## src/verilog/pixels_pkg.sv

```systemverilog
package pixels_pkg;

  // Pixel word and window geometry
  localparam int WORD_WIDTH = 8;
  localparam int ROWS = 4;
  localparam int EDGE_WORDS = 1;
  localparam int COL_WORDS = ROWS + EDGE_WORDS;

  // Top halo word in front of the column words
  localparam int SHIFT_WORDS = COL_WORDS + EDGE_WORDS;

  // Frame size limits
  localparam int XW_MAX = 16;
  localparam int CI_MAX = 4;
  localparam int BLOCKS_MAX = 4;

  // One edge word per column of a row block
  localparam int RAM_DEPTH = XW_MAX * CI_MAX;

  localparam int USER_WIDTH = 9;

  // Header bit positions, blocks-1 sits in the top bits
  localparam int HDR_KH2_LSB = 0;
  localparam int HDR_W_LSB = 1;
  localparam int HDR_CI_LSB = 5;
  localparam int HDR_BLK_LSB = 7;

  typedef logic [WORD_WIDTH-1:0] word_t;

  // Counter fields hold count minus one
  typedef logic [0:0] kh2_t;
  typedef logic [$clog2(CI_MAX)-1:0] ci_t;
  typedef logic [$clog2(XW_MAX)-1:0] xw_t;
  typedef logic [$clog2(BLOCKS_MAX)-1:0] blk_t;

  typedef logic [$clog2(RAM_DEPTH)-1:0] ram_addr_t;

  // Header handling in the gatherer
  typedef enum logic [1:0] {
    SET,
    PASS,
    BLOCK
  } pix_state_t;

endpackage

```

## src/verilog/pixels_if.sv

```systemverilog
`timescale 1ns/1ps

// Column beats from gatherer to shifter
interface col_if;

  logic valid;
  logic ready;
  logic last;
  pixels_pkg::word_t [pixels_pkg::COL_WORDS-1:0] data;

  modport producer (output valid, output data, output last, input ready);
  modport consumer (input valid, input data, input last, output ready);

endinterface

// Frame configuration, taken from the header
interface cfg_if;

  logic load;
  logic done;
  pixels_pkg::kh2_t kh2;
  pixels_pkg::ci_t ci;
  pixels_pkg::xw_t w;
  pixels_pkg::blk_t blocks;

  modport producer (
    output load, output kh2, output ci, output w, output blocks,
    input done
  );
  modport consumer (
    input load, input kh2, input ci, input w, input blocks,
    output done
  );

endinterface

```

## src/verilog/column_gatherer.sv

```systemverilog
`timescale 1ns/1ps

module column_gatherer (
  input  logic                               aclk,
  input  logic                               aresetn,
  input  logic                               i_s_valid,
  output logic                               o_s_ready,
  input  logic                               i_s_last,
  input  pixels_pkg::word_t                  i_s_data,
  input  logic [pixels_pkg::USER_WIDTH-1:0]  i_s_user,
  col_if.producer                            col,
  cfg_if.producer                            cfg
);

  pixels_pkg::pix_state_t state;
  logic [$clog2(pixels_pkg::COL_WORDS)-1:0] word_cnt;
  logic take_hdr;
  logic s_beat;
  logic col_end;

  // Header is sampled without ready
  assign take_hdr = (state == pixels_pkg::SET) && i_s_valid;

  // Input stalls while a column beat waits
  assign o_s_ready = (state == pixels_pkg::PASS) && !col.valid;
  assign s_beat = i_s_valid && o_s_ready;

  // Bottom halo word only with a 3-row kernel
  assign col_end = int'(word_cnt) ==
                   (cfg.kh2 ? pixels_pkg::COL_WORDS - 1 : pixels_pkg::ROWS - 1);

  always_ff @(posedge aclk) begin
    if (!aresetn) begin
      state <= pixels_pkg::SET;
    end else begin
      case (state)
        pixels_pkg::SET: if (i_s_valid) state <= pixels_pkg::PASS;
        pixels_pkg::PASS: if (s_beat && i_s_last) state <= pixels_pkg::BLOCK;
        pixels_pkg::BLOCK: if (cfg.done) state <= pixels_pkg::SET;
        default: state <= pixels_pkg::SET;
      endcase
    end
  end

  always_ff @(posedge aclk) begin
    if (!aresetn) begin
      cfg.load <= 1'b0;
      cfg.kh2 <= '0;
      cfg.ci <= '0;
      cfg.w <= '0;
      cfg.blocks <= '0;
    end else begin
      cfg.load <= take_hdr;
      if (take_hdr) begin
        cfg.kh2 <= i_s_user[pixels_pkg::HDR_KH2_LSB];
        cfg.ci <= i_s_user[pixels_pkg::HDR_CI_LSB +: $bits(pixels_pkg::ci_t)];
        cfg.w <= i_s_user[pixels_pkg::HDR_W_LSB +: $bits(pixels_pkg::xw_t)];
        cfg.blocks <= i_s_user[pixels_pkg::HDR_BLK_LSB +: $bits(pixels_pkg::blk_t)];
      end
    end
  end

  always_ff @(posedge aclk) begin
    if (!aresetn) begin
      word_cnt <= '0;
      col.valid <= 1'b0;
      col.last <= 1'b0;
    end else begin
      if (col.valid && col.ready) begin
        col.valid <= 1'b0;
      end
      if (s_beat) begin
        if (col_end) begin
          word_cnt <= '0;
          col.valid <= 1'b1;
          col.last <= i_s_last;
        end else begin
          word_cnt <= word_cnt + 1'b1;
        end
      end
    end
  end

  // Word n of the column lands in slot n
  always_ff @(posedge aclk) begin
    if (s_beat) begin
      col.data[word_cnt] <= i_s_data;
    end
  end

  assert property (@(posedge aclk) disable iff (!aresetn)
    (state == pixels_pkg::SET) |-> !o_s_ready)
    else $error("o_s_ready high while reading a header");

endmodule

```

## src/verilog/edge_line_ram.sv

```systemverilog
`timescale 1ns/1ps

module edge_line_ram (
  input  logic                  aclk,
  input  logic                  aresetn,
  input  logic                  i_ren,
  input  logic                  i_wen,
  input  pixels_pkg::ram_addr_t i_addr,
  input  pixels_pkg::word_t     i_din,
  output pixels_pkg::word_t     o_dout
);

  pixels_pkg::word_t mem [pixels_pkg::RAM_DEPTH];
  pixels_pkg::word_t rd_q;
  pixels_pkg::word_t hold_q;
  logic rd_vld;

  // Read-first port, a write also refreshes the output register
  always_ff @(posedge aclk) begin
    if (i_ren || i_wen) begin
      rd_q <= mem[i_addr];
      if (i_wen) begin
        mem[i_addr] <= i_din;
      end
    end
  end

  always_ff @(posedge aclk) begin
    if (!aresetn) begin
      rd_vld <= 1'b0;
    end else begin
      rd_vld <= i_ren;
    end
  end

  // Keeps the last read word across writes and idle cycles
  always_ff @(posedge aclk) begin
    if (rd_vld) begin
      hold_q <= rd_q;
    end
  end

  assign o_dout = rd_vld ? rd_q : hold_q;

  assert property (@(posedge aclk) disable iff (!aresetn)
    !(i_ren && i_wen))
    else $error("edge RAM read and write in the same cycle");

endmodule

```

## src/verilog/window_shifter.sv

```systemverilog
`timescale 1ns/1ps

module window_shifter (
  input  logic                                       aclk,
  input  logic                                       aresetn,
  col_if.consumer                                    col,
  cfg_if.consumer                                    cfg,
  output logic                                       o_ram_ren,
  output logic                                       o_ram_wen,
  output pixels_pkg::ram_addr_t                      o_ram_addr,
  output pixels_pkg::word_t                          o_ram_din,
  input  pixels_pkg::word_t                          i_ram_dout,
  input  logic                                       i_m_ready,
  output logic                                       o_m_valid,
  output logic                                       o_m_last,
  output pixels_pkg::word_t [pixels_pkg::ROWS-1:0]   o_m_data
);

  // Column side counters
  pixels_pkg::ci_t ci_cnt;
  pixels_pkg::xw_t w_cnt;
  pixels_pkg::blk_t blk_cnt;
  pixels_pkg::ram_addr_t addr_cnt;
  logic ci_last;
  logic w_last;
  logic blk_first;
  logic blk_last;

  // Handshake between stages
  logic col_fire;
  logic r_free;
  logic load_sh;
  logic out_fire;
  logic wr_set;

  // Pipeline stage matching RAM latency
  logic valid_r;
  logic last_r;
  logic first_r;
  logic lastblk_r;
  pixels_pkg::ram_addr_t addr_r;
  pixels_pkg::word_t [pixels_pkg::COL_WORDS-1:0] data_r;
  pixels_pkg::word_t edge_top;

  // Output stage
  pixels_pkg::word_t [pixels_pkg::SHIFT_WORDS-1:0] shift_q;
  logic [1:0] step;
  logic step_last;
  logic last_sh;

  // Deferred edge word write
  logic wr_pend;
  pixels_pkg::ram_addr_t wr_addr;
  pixels_pkg::word_t wr_data;

  assign ci_last = (ci_cnt == cfg.ci);
  assign w_last = (w_cnt == cfg.w);
  assign blk_first = (blk_cnt == '0);
  assign blk_last = (blk_cnt == cfg.blocks);

  // 2*kh2 + 1 windows per column
  assign step_last = (step == {cfg.kh2, 1'b0});

  assign out_fire = o_m_valid && i_m_ready;
  assign load_sh = i_m_ready && valid_r && (!o_m_valid || step_last);
  assign r_free = !valid_r || load_sh;
  assign wr_set = load_sh && cfg.kh2 && !lastblk_r;

  // Edge write goes first, so a read never meets a stale word
  assign col.ready = i_m_ready && r_free && !wr_set && !wr_pend;
  assign col_fire = col.valid && col.ready;

  assign o_ram_ren = col_fire && cfg.kh2 && !blk_first;
  assign o_ram_wen = wr_pend && i_m_ready;
  assign o_ram_addr = o_ram_wen ? wr_addr : addr_cnt;
  assign o_ram_din = wr_data;

  always_ff @(posedge aclk) begin
    if (!aresetn || cfg.load) begin
      ci_cnt <= '0;
      w_cnt <= '0;
      blk_cnt <= '0;
      addr_cnt <= '0;
    end else if (col_fire) begin
      ci_cnt <= ci_last ? '0 : ci_cnt + 1'b1;
      if (ci_last) begin
        w_cnt <= w_last ? '0 : w_cnt + 1'b1;
        if (w_last) begin
          blk_cnt <= blk_last ? '0 : blk_cnt + 1'b1;
        end
      end
      // One RAM entry per column of a block
      addr_cnt <= (ci_last && w_last) ? '0 : addr_cnt + 1'b1;
    end
  end

  always_ff @(posedge aclk) begin
    if (!aresetn) begin
      valid_r <= 1'b0;
    end else if (col_fire) begin
      valid_r <= 1'b1;
    end else if (load_sh) begin
      valid_r <= 1'b0;
    end
  end

  always_ff @(posedge aclk) begin
    if (col_fire) begin
      data_r <= col.data;
      last_r <= col.last;
      first_r <= blk_first;
      lastblk_r <= blk_last;
      addr_r <= addr_cnt;
    end
  end

  // Zero halo above the first block
  assign edge_top = (first_r || !cfg.kh2) ? '0 : i_ram_dout;

  always_ff @(posedge aclk) begin
    if (!aresetn) begin
      o_m_valid <= 1'b0;
      last_sh <= 1'b0;
      step <= '0;
    end else if (load_sh) begin
      o_m_valid <= 1'b1;
      last_sh <= last_r;
      step <= '0;
    end else if (out_fire) begin
      if (step_last) begin
        o_m_valid <= 1'b0;
      end
      step <= step + 1'b1;
    end
  end

  always_ff @(posedge aclk) begin
    if (load_sh) begin
      shift_q <= {data_r, edge_top};
    end else if (out_fire) begin
      shift_q <= shift_q >> pixels_pkg::WORD_WIDTH;
    end
  end

  always_ff @(posedge aclk) begin
    if (!aresetn) begin
      wr_pend <= 1'b0;
    end else begin
      if (o_ram_wen) begin
        wr_pend <= 1'b0;
      end
      if (wr_set) begin
        wr_pend <= 1'b1;
      end
    end
  end

  // Row ROWS-1 becomes the next block's top halo
  always_ff @(posedge aclk) begin
    if (wr_set) begin
      wr_addr <= addr_r;
      wr_data <= data_r[pixels_pkg::ROWS-1];
    end
  end

  always_comb begin
    for (int r = 0; r < pixels_pkg::ROWS; r++) begin
      o_m_data[r] = shift_q[r + pixels_pkg::EDGE_WORDS - int'(cfg.kh2)];
    end
  end

  assign o_m_last = o_m_valid && last_sh && step_last;
  assign cfg.done = out_fire && o_m_last;

  assert property (@(posedge aclk) disable iff (!aresetn)
    (o_m_valid && !i_m_ready) |=> o_m_valid && $stable(o_m_data))
    else $error("o_m_data changed while waiting for i_m_ready");

endmodule

```

## src/verilog/axis_pixels.sv

```systemverilog
`timescale 1ns/1ps

module axis_pixels (
  input  logic                                       aclk,
  input  logic                                       aresetn,
  output logic                                       o_s_ready,
  input  logic                                       i_s_valid,
  input  logic                                       i_s_last,
  input  pixels_pkg::word_t                          i_s_data,
  input  logic [pixels_pkg::USER_WIDTH-1:0]          i_s_user,
  input  logic                                       i_m_ready,
  output logic                                       o_m_valid,
  output logic                                       o_m_last,
  output pixels_pkg::word_t [pixels_pkg::ROWS-1:0]   o_m_data
);

  logic ram_ren;
  logic ram_wen;
  pixels_pkg::ram_addr_t ram_addr;
  pixels_pkg::word_t ram_din;
  pixels_pkg::word_t ram_dout;

  col_if col_bus ();
  cfg_if cfg_bus ();

  column_gatherer gather_i (
    .aclk      (aclk),
    .aresetn   (aresetn),
    .i_s_valid (i_s_valid),
    .o_s_ready (o_s_ready),
    .i_s_last  (i_s_last),
    .i_s_data  (i_s_data),
    .i_s_user  (i_s_user),
    .col       (col_bus.producer),
    .cfg       (cfg_bus.producer)
  );

  edge_line_ram ram_i (
    .aclk    (aclk),
    .aresetn (aresetn),
    .i_ren   (ram_ren),
    .i_wen   (ram_wen),
    .i_addr  (ram_addr),
    .i_din   (ram_din),
    .o_dout  (ram_dout)
  );

  window_shifter shift_i (
    .aclk       (aclk),
    .aresetn    (aresetn),
    .col        (col_bus.consumer),
    .cfg        (cfg_bus.consumer),
    .o_ram_ren  (ram_ren),
    .o_ram_wen  (ram_wen),
    .o_ram_addr (ram_addr),
    .o_ram_din  (ram_din),
    .i_ram_dout (ram_dout),
    .i_m_ready  (i_m_ready),
    .o_m_valid  (o_m_valid),
    .o_m_last   (o_m_last),
    .o_m_data   (o_m_data)
  );

endmodule

```

## config.mk

```make
export PLATFORM = sky130hd
export DESIGN_NAME = axis_pixels
export DESIGN_NICKNAME = d
export VERILOG_FILES = /design/src/verilog/pixels_pkg.sv /design/src/verilog/pixels_if.sv /design/src/verilog/column_gatherer.sv /design/src/verilog/edge_line_ram.sv /design/src/verilog/window_shifter.sv /design/src/verilog/axis_pixels.sv
export SDC_FILE = /design/constraint.sdc
export NUM_CORES = 1
export LEC_CHECK = 0
export BUFFER_PORTS_ARGS = -buffer_cell sky130_fd_sc_hd__clkbuf_2
export CAP_MARGIN = 5
export CORE_ASPECT_RATIO = 0.8
export CORE_MARGIN = 3
export CORE_UTILIZATION = 35
export DETAILED_ROUTE_END_ITERATION = 8
export PLACE_DENSITY = 0.48
export SYNTH_ARGS = -nofsm -noshare
export SYNTH_HDL_FRONTEND = slang
export SYNTH_HIERARCHICAL = 1
export SYNTH_SLANG_ARGS = --single-unit
```

## constraint.sdc

```tcl
create_clock -name aclk -period 7 [get_ports aclk]
set_clock_uncertainty 0.15 [all_clocks]
set_input_delay 1.05 -clock aclk [delete_from_list [all_inputs] [get_ports aclk]]
set_output_delay 1.05 -clock aclk [all_outputs]
set_load 0.05 [all_outputs]
```

==> metrics.txt <==
yosys warns=6; Max Fclk=209 MHz; First DRT Iteration DRCs=1568; cell breakdown of the critical path=clkbuf_2 -> nand2_1 -> mux2_4 -> and2_1 -> buf_4 -> a221oi_1 -> nor2_1 -> a221oi_1 -> o2111ai_1 -> or3_1; Post-synth ARST share=0%; GRT Total Usage=18.4%; initial antenna violation count=1; Clk pin slew, worst setup/hold paths=0.06 ns; worst reg-to-reg setup slack=2.55 ns; clock sinks=717; Worst Min Path Start=gather_i/col.data[5]; via count=15930; wire per inst=26.7 um; Die H=258 um; die width=321 um; Synth Instances=1737; xor/xnor share of the synthesized area=0.472%; crit-path max cell delay=0.74 ns; Bufs and invs on worst path=2; fill count=7028; Pwr Density=276 nW/um^2; most common cell in the netlist=edfxtp_1; DR DRC count=0; Reg area=21100 um^2; grt ovf=0; CTS tree=built; VDD IR max=0.162 mV; number of synthesized flops with an enable pin=671; Slew Limit Fails=0; endpoints failing setup=0; I/O pin cnt=57; post-route ant nets=0; Synth Area in Compound Gates=8.77%; worst skew pair latency=0.62 ns; Tcrit/Tclk final=68.4%; layout cells sized above 1=16.8%; ANT cells=0; Commonest cells post-synth=671 x edfxtp_1, 161 x nand2_1, 125 x nor2_1, 93 x a221oi_1, 63 x a22oi_1; drt pass-1 iters=5; leakage power=10.1 nW; H-tree depth=3; Die Area=83000 um^2; port bufs=56; crit path time final=4.79 ns; largest family of logic cells by synthesized area=compound AO/OA/AOI/OAI gates; synthesized cell area=27900 um^2; vias in the first global route=15650; CP max-delay cell=a221oi_1; Initial Util=35.7%; max cap viols=0; Rel. slew slack=13.2%; Worst EP required=7.21 ns; reg2reg path depth=9; Synth area leader=edfxtp_1; Synth Flop Type=edfxtp_1; Final Hold Fails=0; syn_nets=1763; first-pass GRT wire length=113 mm; min-delay worst type=flip-flop to flip-flop; core area=78000 um^2; CTS buffer count=73; TNS Setup=0 ns; Multi-input gate area=6310 um^2; Area contributors post-synth=edfxtp_1 72%, dfxtp_1 3.3%, a221oi_1 2.9%; buffer count from post-CTS setup fixing=0; critical path class=input pin to flip-flop; Placed Cells incl. Taps=2743; critical path startpoint category=input pin; synth-to-layout area growth=13.8%; row count=91; Crit Path Max Fanout=56; post-synthesis simple-gate area fraction=7.01%; routability cong.=0.834; sequential element share of the synthesized area=75.6%; Hold EP=shift_i/data_r[5]; routed wire length=76.9 mm; pin count of the biggest net entering global routing=65; RSZ-0062 raised after global routing=no; hold path cells=0; nets=1821; top cell type's share of synthesized area=72.3%; Post-CTS Resized=0; crit end category=flip-flop; power after layout=8.75 mW; reg2reg start=shift_i/wr_pend; Max clock buf depth=3; multiplexer share of the synthesized area=5.93%; clk root buf=clkbuf_16; hold-fix buffer count after cts=0; delay-heaviest family, CP=compound AO/OA/AOI/OAI gates; non-filler instance count after layout=2877; Yosys cell types=72; Most Frequent Cell on Critical Path=a221oi_1; outcome=complete, no violations; CP arrival=5.00 ns; Synth Area in Adders=0.180%; vias per std cell=5.54; Yosys reg bits=717; synthesized area per cell=16.0 um^2; reg-to-reg endpoint=ram_i/rd_q[2]; slew at the pin closest to its max-slew limit=1.30 ns; hpwl dp=47.1 mm
[worst max-delay path by stage]
stage	slack [ns]	cells past startpoint	endpoint	startpoint
floorplan	3.13	10	ram_i/mem[11][0]	i_m_ready
detailed placement	1.74	6	ram_i/mem[60][2]	i_m_ready
finish	2.21	10	ram_i/rd_q[2]	i_m_ready
CTS	2.38	6	ram_i/mem[60][2]	i_m_ready
global route	2.08	10	ram_i/rd_q[2]	i_m_ready
global placement	1.71	10	ram_i/rd_q[2]	i_m_ready
[routing by layer]
layer	track usage, %	share of wire [%]	vias to the layer above
met5	0	0	-
met4	3.79	1.8	0
met3	3.96	7.2	96
met2	27.1	44	572
met1	28.0	47	8287
li1	-	-	6975
[cells by family (layout without fill, tap and decap cells)]
kind of cell | count (synthesis) | count (layout)
XOR/XNOR | 15 | 15
flip-flops | 717 | 717
multiplexers | 129 | 129
AO/OA/AOI/OAI | 332 | 332
AND/OR/NAND/NOR | 421 | 421
adder cells (fa/ha/maj) | 4 | 4
buffers and inverters | 119 | 236
[registers in the layout, indices dropped and copies added, names as in the netlist, 2 cells and up]
signal / cells
ram_i/hold_q: 8
shift_i/addr_cnt: 6
shift_i/wr_addr: 6
shift_i/data_r: 40
shift_i/w_cnt: 4
shift_i/step: 2
shift_i/ci_cnt: 2
gather_i/col.data: 40
gather_i/cfg.w: 4
gather_i/cfg.blocks: 2
shift_i/o_ram_din: 8
ram_i/rd_q: 8
shift_i/blk_cnt: 2
gather_i/cfg.ci: 2
shift_i/shift_q: 48
shift_i/addr_r: 6
gather_i/word_cnt: 3
gather_i/state: 2
ram_i/mem: 512
[placed cells by master, fill, tap and decap left out, types with 5 or more instances in the layout]
master,Yosys,routed
o21ai_0,46,46
inv_1,6,6
bufinv_16,0,10
clkinv_1,1,10
edfxtp_1,671,671
nand2_1,161,161
a22o_1,8,8
mux4_2,23,23
a22oi_1,63,63
buf_4,14,37
o211ai_1,9,9
mux2_2,55,52
nor3_1,12,11
nor2_1,125,124
a21oi_1,40,40
a211oi_1,5,5
dfxtp_1,46,45
clkbuf_2,0,56
mux2i_1,50,50
a221oi_1,93,93
o22ai_1,23,23
clkinv_2,0,13
clkbuf_1,61,13
or4_1,5,5
nand3_1,27,26
clkbuf_16,0,74
and2_1,16,15
xnor2_1,11,11
o221ai_1,7,7
nor2b_1,25,20
or3_1,8,8
nand2b_1,5,5
[area by class of cell]
type | count | share of cell area (%)
Clock inverter | 44 | 1.65
Tap cell | 1023 | 4.04
Multi-Input combinational cell | 901 | 19.9
Inverter | 9 | 0.107
Sequential cell | 717 | 66.4
Timing Repair Buffer | 93 | 1.76
Clock buffer | 90 | 6.12
[where the power goes]
part           switching, mW  internal (mW)  leakage (nW)  total (mW)
combinational         0.0646         0.0322          2.49      0.0967
sequential           0.00576           4.63          6.45        4.63
clock                   1.66           2.36          1.20        4.02
[stage by stage]
stage / setup slack, ns / area, um^2 / utilization [%] / hold slack, ns
final: 2.21 / 31700 / 40.7 / 0.265
after global routing: 2.08 / 31700 / 40.7 / 0.271
after CTS: 2.38 / 31700 / 40.7 / 0.262
after detailed placement: 1.74 / 29200 / 37.5 / 0.255
after global placement: 1.71 / 29200 / 37.5 / 0.252
after floorplan: 3.13 / 27900 / - / 0.250
No activity file was read; power rests on OpenSTA's default activity.
